### src/source/hbus_pkg.sv
// ~~~~~~~~~~~~~~~~~~~~
// Single HyperRAM, linear memory space only, no byte masks
// ~~~~~~~~~~~~~~~~~~~~
package hbus_pkg;

    // Bus and user widths
    typedef logic [15:0] hbus_word_t;
    typedef logic [7:0]  hbus_byte_t;
    typedef logic [31:0] hbus_addr_t;
    typedef logic [47:0] hbus_ca_t;

    // Counters
    typedef logic [4:0] burst_len_t;
    typedef logic [4:0] credit_t;
    typedef logic [4:0] lat_count_t;
    typedef logic [6:0] timeout_t;

    typedef enum logic [2:0] {
        st_reset,
        st_idle,
        st_command,
        st_latency,
        st_write,
        st_read,
        st_done,
        st_error
    } hbus_state_e;

    // 1x initial latency in clk cycles, doubled when RWDS is high
    localparam int TACC_CLOCKS = 6;

    // Device reset pulse after controller reset
    localparam int RESET_CYCLES = 4;

    // Read cycles allowed without a word
    localparam int READ_TIMEOUT = 64;

    // Write buffer depth and initial user credits
    localparam int WR_CREDITS = 16;

    // Read credits held by the controller after reset
    localparam int RD_CREDITS = 16;

    localparam int FIFO_PTR_W = $clog2(WR_CREDITS);

    // Command/address length in bus words
    localparam int CA_WORDS = 3;

endpackage

### src/source/hbus_read_capture.sv
// ~~~~~~~~~~~~~~~~~~~~
// Words are qualified by RWDS high then low within one clk cycle
// ~~~~~~~~~~~~~~~~~~~~
`timescale 1ns/1ps

module hbus_read_capture (
    input  logic                   clk,
    input  logic                   rst,
    input  logic                   enable_i,
    input  hbus_pkg::hbus_byte_t   rx_rise_i,
    input  hbus_pkg::hbus_byte_t   rx_fall_i,
    input  logic                   rwds_rise_i,
    input  logic                   rwds_fall_i,
    input  logic                   rd_credit_i,
    output logic                   rd_valid_o,
    output hbus_pkg::hbus_word_t   rd_data_o,
    output hbus_pkg::credit_t      credits_o,
    output logic                   word_seen_o
);

    logic                 word_hit;
    logic                 valid_q;
    hbus_pkg::hbus_word_t data_q;
    hbus_pkg::credit_t    credits_q;

    assign word_hit = enable_i && rwds_rise_i && !rwds_fall_i;

    always_ff @(posedge clk) begin
        if (word_hit) begin
            data_q <= {rx_rise_i, rx_fall_i};
        end
    end

    always_ff @(posedge clk or posedge rst) begin
        if (rst) begin
            valid_q   <= 1'b0;
            credits_q <= hbus_pkg::credit_t'(hbus_pkg::RD_CREDITS);
        end else begin
            if (word_hit) begin
                valid_q <= 1'b1;
            end else begin
                valid_q <= 1'b0;
            end
            // Returned credits in, delivered words out
            credits_q <= credits_q + hbus_pkg::credit_t'(rd_credit_i)
                                   - hbus_pkg::credit_t'(valid_q);
        end
    end

    assign rd_valid_o  = valid_q;
    assign rd_data_o   = data_q;
    assign credits_o   = credits_q;
    assign word_seen_o = word_hit;

endmodule

### config.mk
export PLATFORM = sky130hd
export DESIGN_NAME = hbus_read_capture
export DESIGN_NICKNAME = d
export VERILOG_FILES = /design/src/source/hbus_pkg.sv /design/src/source/hbus_read_capture.sv
export SDC_FILE = /design/constraint.sdc
export NUM_CORES = 1
export LEC_CHECK = 0
export BUFFER_PORTS_ARGS = -buffer_cell sky130_fd_sc_hd__buf_2
export CORE_UTILIZATION = 38
export CTS_CLUSTER_DIAMETER = 150
export DETAILED_ROUTE_END_ITERATION = 8
export GPL_TIMING_DRIVEN = 0
export HOLD_SLACK_MARGIN = 0.1
export PLACE_DENSITY = 0.83
export SKIP_CTS_REPAIR_TIMING = 1
export SYNTH_ARGS = -nofsm -noshare
export SYNTH_HDL_FRONTEND = slang
export SYNTH_SLANG_ARGS = --single-unit
### constraint.sdc
create_clock -name clk -period 1.6 [get_ports clk]
set_input_delay 0.4 -clock clk [delete_from_list [all_inputs] [get_ports clk]]
set_output_delay 0.4 -clock clk [all_outputs]
set_load 0.005 [all_outputs]
# Yosys cells after proc, flatten, opt, wreduce, memory -nomap -nowiden
# Cells that the tools add are included.
# word_totals
ff_bits,22
inputBits,22
out_inout_bits,23
wordCells,9
# op_classes
add_sub_neg,2
mux,1
n_reduce_logical,3
# op_table
cell,count
adder 5 x 1 -> 5 bit,1
subtractor 5 x 1 -> 5 bit,1
logical AND 1 bit,2
zero test 1 bit,1
2-to-1 mux 1 bit,1

# Depth between registers and ports, before layout
# Gate-level depths: netlist (run 1).
# depth
word_depth,3
depth_mapped,8
ltp_nobuf,8

# Least setup slack after synthesis (run 1)
# No wires, ideal clock.
# synth_timing
path_type,register to register
startpoint,"reg valid_q, in the netlist rd_valid_o"
endpoint,"reg credits_q[4], in the netlist credits_o[4]"
setup_time_ns,0.075
arrival_ns,1.678
path_slack_ns,-0.153
path_stages_with_launch,8
path_buffers,0
synth_period_minus_slack_ns,1.753
cell_sequence,dfrtp_1 > ha_1 > inv_1 > ha_1 > fa_1 > a21o_1 > a21oi_2 > xnor2_1
# synth_via
elab_chain_cells,1
# synth_rtl
item,line,text
from (decl),hbus_read_capture.sv:22,logic valid_q;
from (signal assigned),hbus_read_capture.sv:36,valid_q <= 1'b0;
from (signal assigned),hbus_read_capture.sv:40,valid_q <= 1'b1;
from (signal assigned),hbus_read_capture.sv:42,valid_q <= 1'b0;
subtractor 5 x 1 -> 5 bit,hbus_read_capture.sv:46,- hbus_pkg::credit_t'(valid_q);
to (signal assigned),hbus_read_capture.sv:37,credits_q <= hbus_pkg::credit_t'(hbus_pkg::RD_CREDITS);
to (signal assigned),hbus_read_capture.sv:45,credits_q <= credits_q + hbus_pkg::credit_t'(rd_credit_i)
to (decl),hbus_read_capture.sv:24,hbus_pkg::credit_t credits_q;
# Every way passes these cells.
# A chain may end at the register's enable or synchronous reset.

# Worst setup path in the final report (run 1)
# Same ends and word-level chain as after synthesis.

==> run_results.csv, run 1 <==
group,metric,value,unit
timing,max_clock_freq,583.5,MHz
power,irDropWorstVdd,0.001207,V
cells_and_area,fin_area,0.001122,mm2
logic_synthesis,synth_top_area_share,59.17,%
timing,min_period,1714,ps
setup_path,path_class,"reg2reg",
outcome,status,"complete, but fails checks",
setup_path,start_kind,"flop",
detailed_routing,wl_per_cell,10.71,um
clock_tree,root_buffer,"clkbuf_4",
logic_synthesis,ys.flop_type,"edfxtp_1",
placed_design,port_buffers,44,
logic_synthesis,yosysSeqAreaShare,77.81,%
setup_path,crit_fanout,2,
timing,finClkSkew,2.554,ps
die,core_region_area,0.001982,mm2
logic_synthesis,synthTopCellsByCount,"edfxtp_1, inv_1, dfrtp_1, ha_1, xnor2_1",
setup_path,crit_slowest_cell,"dfrtp_1",
logic_synthesis,synth_area_per_cell,18.05,um2
die,dieArea,0.002326,mm2
logic_synthesis,netlist.top_cell.by_area,"edfxtp_1",
timing,post-route-period-util,107.1,%
logic_synthesis,synth_edf_count,16,
setup_path,ff2ff_setup_slack,-110,ps
detailed_routing,first_pass_iters,2,
clock_tree,clockBufferDepth,2,
clock_tree,path_clk_slew,110,ps
detailed_routing,ant_nets,0,
clock_tree,cts_tree,"done",
timing,slew_violations,0,
outcome,violations,"setup timing",
global_routing,grt_pass1_vias,436,
detailed_routing,route.detailed.drc,0,
logic_synthesis,synth_seq_cells,22,
detailed_routing,wl,1.307,mm
detailed_routing,vias,526,
global_routing,grt_max_degree,19,
placed_design,dpl.hpwl,1.049,mm
detailed_routing,drt-vias-per-instance,4.311,
global_routing,overflow,0,
detailed_routing,drt_iter0_drc,3,
logic_synthesis,postSynthCellCount,45,
timing,finalSetupViolCount,2,
logic_synthesis,synth_area_leaders,"edfxtp_1, dfrtp_1, ha_1",
power,power_leakage,0.5252,nW
setup_path,critPathCaptureType,"flop",
die,start_util,40.97,%
timing,setup_ws,-113.8,ps
timing,max_slew.worst_pin.slew,462.2,ps
setup_path,required,1820,ps
timing,max_slew_margin,69.11,%
cells_and_area,antenna_cells,0,
flow_run,drv_cap,0,
cells_and_area,syn2layout_area_growth,38.21,%
die,ios,45,
cells_and_area,fin_nets,124,
placed_design,gp_congestion,0.6015,
logic_synthesis,ys_warn_count,0,
cells_and_area,final_util,56.63,%
cells_and_area,drive_gt1_share,55.79,%
clock_tree,cts.sinks,22,
logic_synthesis,synth_cell_type_count,13,
timing,hold_violations,0,
global_routing,antenna_found_initial,0,
power,p_per_area,1443,mW/mm2
die,die_w,48.23,um
clock_tree,cts_buffers,3,
logic_synthesis,syn-num-nets,73,
setup_path,arrival,1940,ps
logic_synthesis,synth_most_common_cell,"edfxtp_1",
timing,tns,-130.7,ps
global_routing,grt_pass1_wl,1.745,mm
worst_hold_path,min_path_type,"in2reg",
die,rows,16,
logic_synthesis,synthArstFlopShare,27.27,%
logic_synthesis,syn-cell-area,812.0,um2
global_routing,groute.usage.overall,11.43,%
placed_design,dp_slack,-197.9,ps
placed_design,placed_cell_area,0.001074,mm2
timing,rsz0062_at_grt,"yes",
setup_path,cp_slowest_stage_delay,400,ps
clock_tree,insertion_delay,290,ps
timing,whs,276.0,ps
clock_tree,htreeDepth,1,
setup_path,crit_chain,"ha_1 -> inv_1 -> ha_2 -> fa_2 -> a21o_1 -> a21oi_2 -> xnor2_1",
die,dieHeight,48.23,um
## layout make-up
| type | instances | area, um2 |
|---|---|---|
| inverter | 7 | 26.28 |
| fill | 179 | 859.6 |
| multi-input combinational | 16 | 166.4 |
| clock buffer | 4 | 26.28 |
| sequential | 22 | 631.9 |
| timing repair buffer | 46 | 237.7 |
| tap | 27 | 33.78 |
## layer usage
layer / wire length [um] / part of all wire, % / GRT usage (%) / vias up
met4: 0 / 0 / 6.667 / 0
met1: 506 / 39 / 11.40 / 237
met2: 612 / 47 / 19.73 / 35
met3: 188 / 14 / 4.815 / 0
li1: - / - / - / 254
met5: 0 / 0 / 0 / -
## worst paths after layout
| kind | from | end | depth (start not counted) |
|---|---|---|---|
| min in group asynchronous | rst | credits_o[0]$_DFF_PP0_ | 3 |
| worst min-delay path | rx_fall_i[4] | rd_data_o[4]$_DFFE_PP_ | 1 |
| worst min register to register | credits_o[3]$_DFF_PP0_ | credits_o[4]$_DFF_PP1_ | 2 |
| worst max-delay path | rd_valid_o$_DFF_PP0_ | credits_o[4]$_DFF_PP1_ | 7 |
| worst max register to register | rd_valid_o$_DFF_PP0_ | credits_o[4]$_DFF_PP1_ | 7 |
| max in group asynchronous | rst | credits_o[4]$_DFF_PP1_ | 3 |
## per-stage QoR
step / power [mW] / std cells
2_1_floorplan: 1.195 / 45
3_3_place_gp: 1.334 / 116
3_5_place_dp: 1.378 / 116
4_1_cts: 1.626 / 120
5_1_grt: 1.751 / 122
6_report: 1.619 / 122
## cell families after synthesis
logic type	count (synthesis)	share of synthesized area [%]
flip-flops	22	77.81
AO/OA/AOI/OAI	4	3.543
AND/OR/NAND/NOR	2	0.9236
XOR/XNOR	4	4.315
buffers and inverters	7	3.236
adder cells (fa/ha/maj)	6	10.17
## sequential cells by signal, indices dropped and copies added (netlist names)
register,flops
credits_o,5
rd_valid_o,1
rd_data_o,16
## placed cells by master (no fill, tap or decap), drive strengths merged
cell type    count
xnor2            3
inv              7
nand2            1
dlygate4sd3      1
edfxtp          16
buf             45
dfrtp            5
dfstp            1
nor2             1
a21o             2
xor2             1
clkbuf           4
fa               1
a21oi            2
ha               5
## where the power goes
group	switching, mW	total [mW]	internal (mW)
sequential	0.0508	0.776	0.725
clock	0.145	0.242	0.0968
combinational	0.276	0.602	0.325
total	0.472	1.62	1.15
## critical path: cells and delay by family (launching register included)
kind / cells / cell delay, ps
xor gates and xnor gates: 1 / 130
DFF: 1 / 400
AOI/OAI and AO/OA: 2 / 300
buffers and inverters: 1 / 40
adders and majority gates: 3 / 780
(Power assumes the default switching activity.)
==> run 2, diff against run 1 <==
--- a/config.mk
+++ b/config.mk
@@ -5,13 +5,13 @@
 export SDC_FILE = /design/constraint.sdc
 export NUM_CORES = 1
 export LEC_CHECK = 0
-export BUFFER_PORTS_ARGS = -buffer_cell sky130_fd_sc_hd__buf_2
-export CORE_UTILIZATION = 38
+export CORE_UTILIZATION = 52
 export CTS_CLUSTER_DIAMETER = 150
 export DETAILED_ROUTE_END_ITERATION = 8
+export DONT_BUFFER_PORTS = 1
 export GPL_TIMING_DRIVEN = 0
 export HOLD_SLACK_MARGIN = 0.1
-export PLACE_DENSITY = 0.83
+export PLACE_DENSITY = 0.8
 export SKIP_CTS_REPAIR_TIMING = 1
 export SYNTH_ARGS = -nofsm -noshare
 export SYNTH_HDL_FRONTEND = slang
==> run_results.csv, run 2 (synthesis gave the netlist of run 1 again) <==
group,metric,value,unit
detailed_routing,wl,1.012,mm
global_routing,grt_pass1_vias,312,
placed_design,port_buffers,0,
detailed_routing,drt-vias-per-instance,5.545,
timing,post-route-period-util,108.9,%
die,rows,13,
global_routing,groute.usage.overall,11.94,%
cells_and_area,multi_input_area,165.2,um2
global_routing,overflow,0,
cells_and_area,fin_nets,80,
die,ios,45,
timing,max_slew_margin,46.93,%
cells_and_area,antenna_cells,0,
outcome,status,"complete, but fails checks",
timing,max_clock_freq,573.9,MHz
die,core_region_area,0.001383,mm2
cells_and_area,fin_cells,66,
timing,hold_violations,0,
cells_and_area,largest_register_ffs,16,
timing,max_slew.worst_pin.slew,795.3,ps
die,start_util,58.73,%
timing,rsz0062_at_grt,"yes",
power,power,1.578,mW
clock_tree,cts_buffers,3,
timing,whs,196.5,ps
cells_and_area,final_cell_mix,"edfxtp_1, inv_1, dfrtp_1",
setup_path,critPathCaptureType,"flop",
cells_and_area,fillers,92,
clock_tree,cts_tree,"done",
cells_and_area,syn2layout_area_growth,10.32,%
timing,finalSetupViolCount,2,
global_routing,antenna_found_initial,0,
placed_design,placedCellCount,60,
die,dieHeight,41.52,um
flow_run,drv_cap,0,
die,die_w,41.52,um
clock_tree,cts.sinks,22,
die,dieArea,0.001724,mm2
timing,min_period,1742,ps
detailed_routing,ant_nets,0,
timing,setup_ws,-142.4,ps
clock_tree,insertion_delay,290,ps
global_routing,grt_pass1_wl,1.469,mm
setup_path,required,1830,ps
power,irDropWorstVdd,0.001210,V
worst_hold_path,min_path_type,"in2reg",
outcome,violations,"setup timing",
clock_tree,clockBufferDepth,2,
placed_design,dpl.hpwl,796.6,um
timing,finClkSkew,1.243,ps
detailed_routing,vias,366,
power,p_per_area,1761,mW/mm2
power,power_leakage,0.3557,nW
cells_and_area,layout_commonest_cell,"edfxtp_1",
setup_path,start_kind,"flop",
global_routing,grt_max_degree,19,
clock_tree,root_buffer,"clkbuf_4",
cells_and_area,seqCellArea,631.9,um2
detailed_routing,route.detailed.drc,0,
detailed_routing,first_pass_iters,2,
clock_tree,htreeDepth,1,
detailed_routing,drt_iter0_drc,6,
timing,slew_violations,0,
clock_tree,path_clk_slew,100,ps
setup_path,crit_fanout,2,
setup_path,path_class,"reg2reg",
cells_and_area,drive_gt1_share,21.57,%
detailed_routing,wl_per_cell,15.33,um
setup_path,arrival,1970,ps
placed_design,gp_congestion,0.6887,
## run 2: cell types whose count changed in the layout (fill, tap and decap cells not counted)
cell	previous run	this run
a21oi_2	1	2
nor2_4	1	0
a21oi_1	1	0
nor2_2	0	1
clkbuf_1	1	0
clkbuf_8	0	1
buf_2	44	0
## run 2: per-stage QoR
step	setup slack [ps]	util (%)	cell area, um2	setup TNS (ps)
after floorplan	-103.6	-	819.5	-103.6
after global placement	-138.0	60.63	838.3	-138.0
after detailed placement	-215.1	60.63	838.3	-215.1
after CTS	-228.0	63.26	874.6	-229.4
after global routing	-249.6	64.80	895.9	-377.5
final	-142.4	64.80	895.9	-182.8
## run 2: power by group
part	switching (mW)	internal, mW	total (mW)	leakage [nW]
clock network	0.140	0.139	0.278	0.0210
registers	0.0753	0.726	0.802	0.218
logic	0.239	0.259	0.498	0.117
total	0.454	1.12	1.58	0.356
## run 2: worst paths after layout
kind	startpoint	end	slack, ps	cells after the start
max	rd_valid_o$_DFF_PP0_	credits_o[4]$_DFF_PP1_	-140	7
min	rx_rise_i[3]	rd_data_o[11]$_DFFE_PP_	200	0
max reg2reg	rd_valid_o$_DFF_PP0_	credits_o[4]$_DFF_PP1_	-140	7
min reg2reg	credits_o[4]$_DFF_PP1_	credits_o[4]$_DFF_PP1_	610	2
max in group asynchronous	rst	credits_o[4]$_DFF_PP1_	890	2
min in group asynchronous	rst	credits_o[2]$_DFF_PP0_	460	2
## run 2: final cells by class
type | count | share of cell area (%)
Tap cell | 15 | 2.095
Clock buffer | 4 | 4.050
Sequential cell | 22 | 70.53
Multi-Input combinational cell | 16 | 18.44
Timing Repair Buffer | 2 | 1.955
Inverter | 7 | 2.933
## run 2: layer usage
layer / track usage [%] / share of wire (%) / up-vias
li1: - / - / 166
met1: 11.25 / 33 / 172
met2: 19.38 / 58 / 28
met3: 9.565 / 9.5 / 0
met4: 3.871 / 0 / 0
met5: 0 / 0 / -
## run 2: worst max-delay path, cell delays in order, from the launching register on
cell	delay, ps
dfrtp_1	410
ha_1	290
inv_1	40
ha_2	180
fa_2	340
a21o_1	170
a21oi_2	130
xnor2_1	120
==> run 3, diff against run 2 <==
==> constraint.sdc (replaced) <==
create_clock -name clk -period 1.6 [get_ports clk]
set_input_delay 0.08 -clock clk [delete_from_list [all_inputs] [get_ports clk]]
set_output_delay 0.08 -clock clk [all_outputs]
set_load 0.005 [all_outputs]
==> run_results.csv, run 3 (synthesis gave the netlist of run 1 again) <==
group,metric,value,unit
outcome,status,"complete, but fails checks",
outcome,violations,"hold timing, setup timing",
cells_and_area,drive_gt1_share,15.15,%
clock_tree,cts.sinks,22,
timing,setup_ws,-206.2,ps
setup_path,path_class,"reg2reg",
setup_path,arrival,2020,ps
die,die_w,41.52,um
power,irDropWorstVdd,0.001031,V
clock_tree,insertion_delay,280,ps
timing,finalSetupViolCount,1,
cells_and_area,seqCellArea,631.9,um2
placed_design,gp_congestion,0.6615,
cells_and_area,fin_nets,95,
clock_tree,clockBufferDepth,2,
detailed_routing,ant_nets,0,
global_routing,groute.usage.overall,13.60,%
cells_and_area,syn2layout_area_growth,29.89,%
timing,post-route-period-util,112.9,%
die,ios,45,
cells_and_area,largest_register_ffs,16,
detailed_routing,wl_per_cell,17.95,um
setup_path,critPathCaptureType,"flop",
detailed_routing,vias,435,
timing,whs,-67.33,ps
timing,min_period,1806,ps
global_routing,antenna_found_initial,0,
timing,max_slew.worst_pin.slew,1319,ps
setup_path,start_kind,"flop",
cells_and_area,final_util,76.29,%
power,p_per_area,1538,mW/mm2
cells_and_area,multi_input_area,181.4,um2
cells_and_area,fillers,75,
flow_run,drv_cap,0,
detailed_routing,drt_iter0_drc,3,
setup_path,crit_fanout,2,
clock_tree,cts_buffers,3,
die,dieHeight,41.52,um
detailed_routing,drt-vias-per-instance,5.370,
detailed_routing,wl,1.454,mm
global_routing,grt_pass1_vias,379,
timing,slew_violations,0,
die,rows,13,
setup_path,required,1820,ps
placed_design,dp_slack,-205.5,ps
detailed_routing,route.detailed.drc,0,
placed_design,port_buffers,0,
timing,rsz0062_at_grt,"yes",
power,power_leakage,0.4101,nW
clock_tree,cts_tree,"done",
timing,finClkSkew,0.3674,ps
detailed_routing,first_pass_iters,4,
cells_and_area,layout_commonest_cell,"dlygate4sd3_1",
die,dieArea,0.001724,mm2
timing,max_clock_freq,553.6,MHz
placed_design,dpl.hpwl,944.5,um
clock_tree,root_buffer,"clkbuf_4",
cells_and_area,antenna_cells,0,
global_routing,overflow,0,
worst_hold_path,min_path_type,"in2reg",
clock_tree,path_clk_slew,100,ps
cells_and_area,final_cell_mix,"dlygate4sd3_1, edfxtp_1, inv_1, dfrtp_1",
die,core_region_area,0.001383,mm2
power,power,1.622,mW
timing,hold_violations,1,
timing,max_slew_margin,11.75,%
global_routing,grt_pass1_wl,1.752,mm
global_routing,grt_max_degree,19,
clock_tree,htreeDepth,1,
die,start_util,58.73,%
timing,tns,-206.2,ps
run 3: changes by cell type in the layout (fill, tap and decap cells not counted), sizes merged:
cell / previous run / this run
dlygate4sd3: 1 / 17
buf: 1 / 0
run 3: critical path, stage by stage, from the launching register on:
cell and delay, ps:
dfrtp_1 440, ha_4 280, inv_2 40, ha_4 160, fa_2 350, a21o_1 210
a21oi_2 130, xnor2_1 130
run 3: area by class of cell:
type	instances	share of cell area, %
timing repair buffer	17	16.13
clock buffer	4	2.491
multi-input combinational	16	17.20
inverter	7	2.491
sequential	22	59.91
tap	15	1.779
run 3: worst paths after layout:
check	from	to	slack (ps)	cells past startpoint
setup / recovery	rd_valid_o$_DFF_PP0_	credits_o[4]$_DFF_PP1_	-210	7
hold / removal	rd_credit_i	credits_o[0]$_DFF_PP0_	-70	1
setup reg to reg	rd_valid_o$_DFF_PP0_	credits_o[4]$_DFF_PP1_	-210	7
hold reg to reg	credits_o[3]$_DFF_PP0_	credits_o[4]$_DFF_PP1_	640	2
max in group asynchronous	rst	credits_o[4]$_DFF_PP1_	1200	2
min in group asynchronous	rst	credits_o[0]$_DFF_PP0_	150	2
run 3: through the flow:
stage / cells / area [um2]
2_1_floorplan: 45 / 817.0
3_3_place_gp: 60 / 835.8
3_5_place_dp: 60 / 835.8
4_1_cts: 64 / 862.1
5_1_grt: 81 / 1055
6_report: 81 / 1055
run 3: per-layer routing:
metal  share of wire [%]  vias to the layer above  GRT usage [%]  wire length, um
met5                   0                        -              0                0
met4                 3.5                        0          1.935               51
li1                    -                      197              -                -
met3                 7.8                        4          4.348              113
met2                  60                       33          27.81              868
met1                  29                      201          12.99              420
run 3: power by group:
part | internal [mW] | switching [mW] | total (mW)
Sequential | 0.726 | 0.0793 | 0.806
Combinational | 0.296 | 0.284 | 0.580
Clock | 0.0967 | 0.140 | 0.237
Total | 1.12 | 0.504 | 1.62
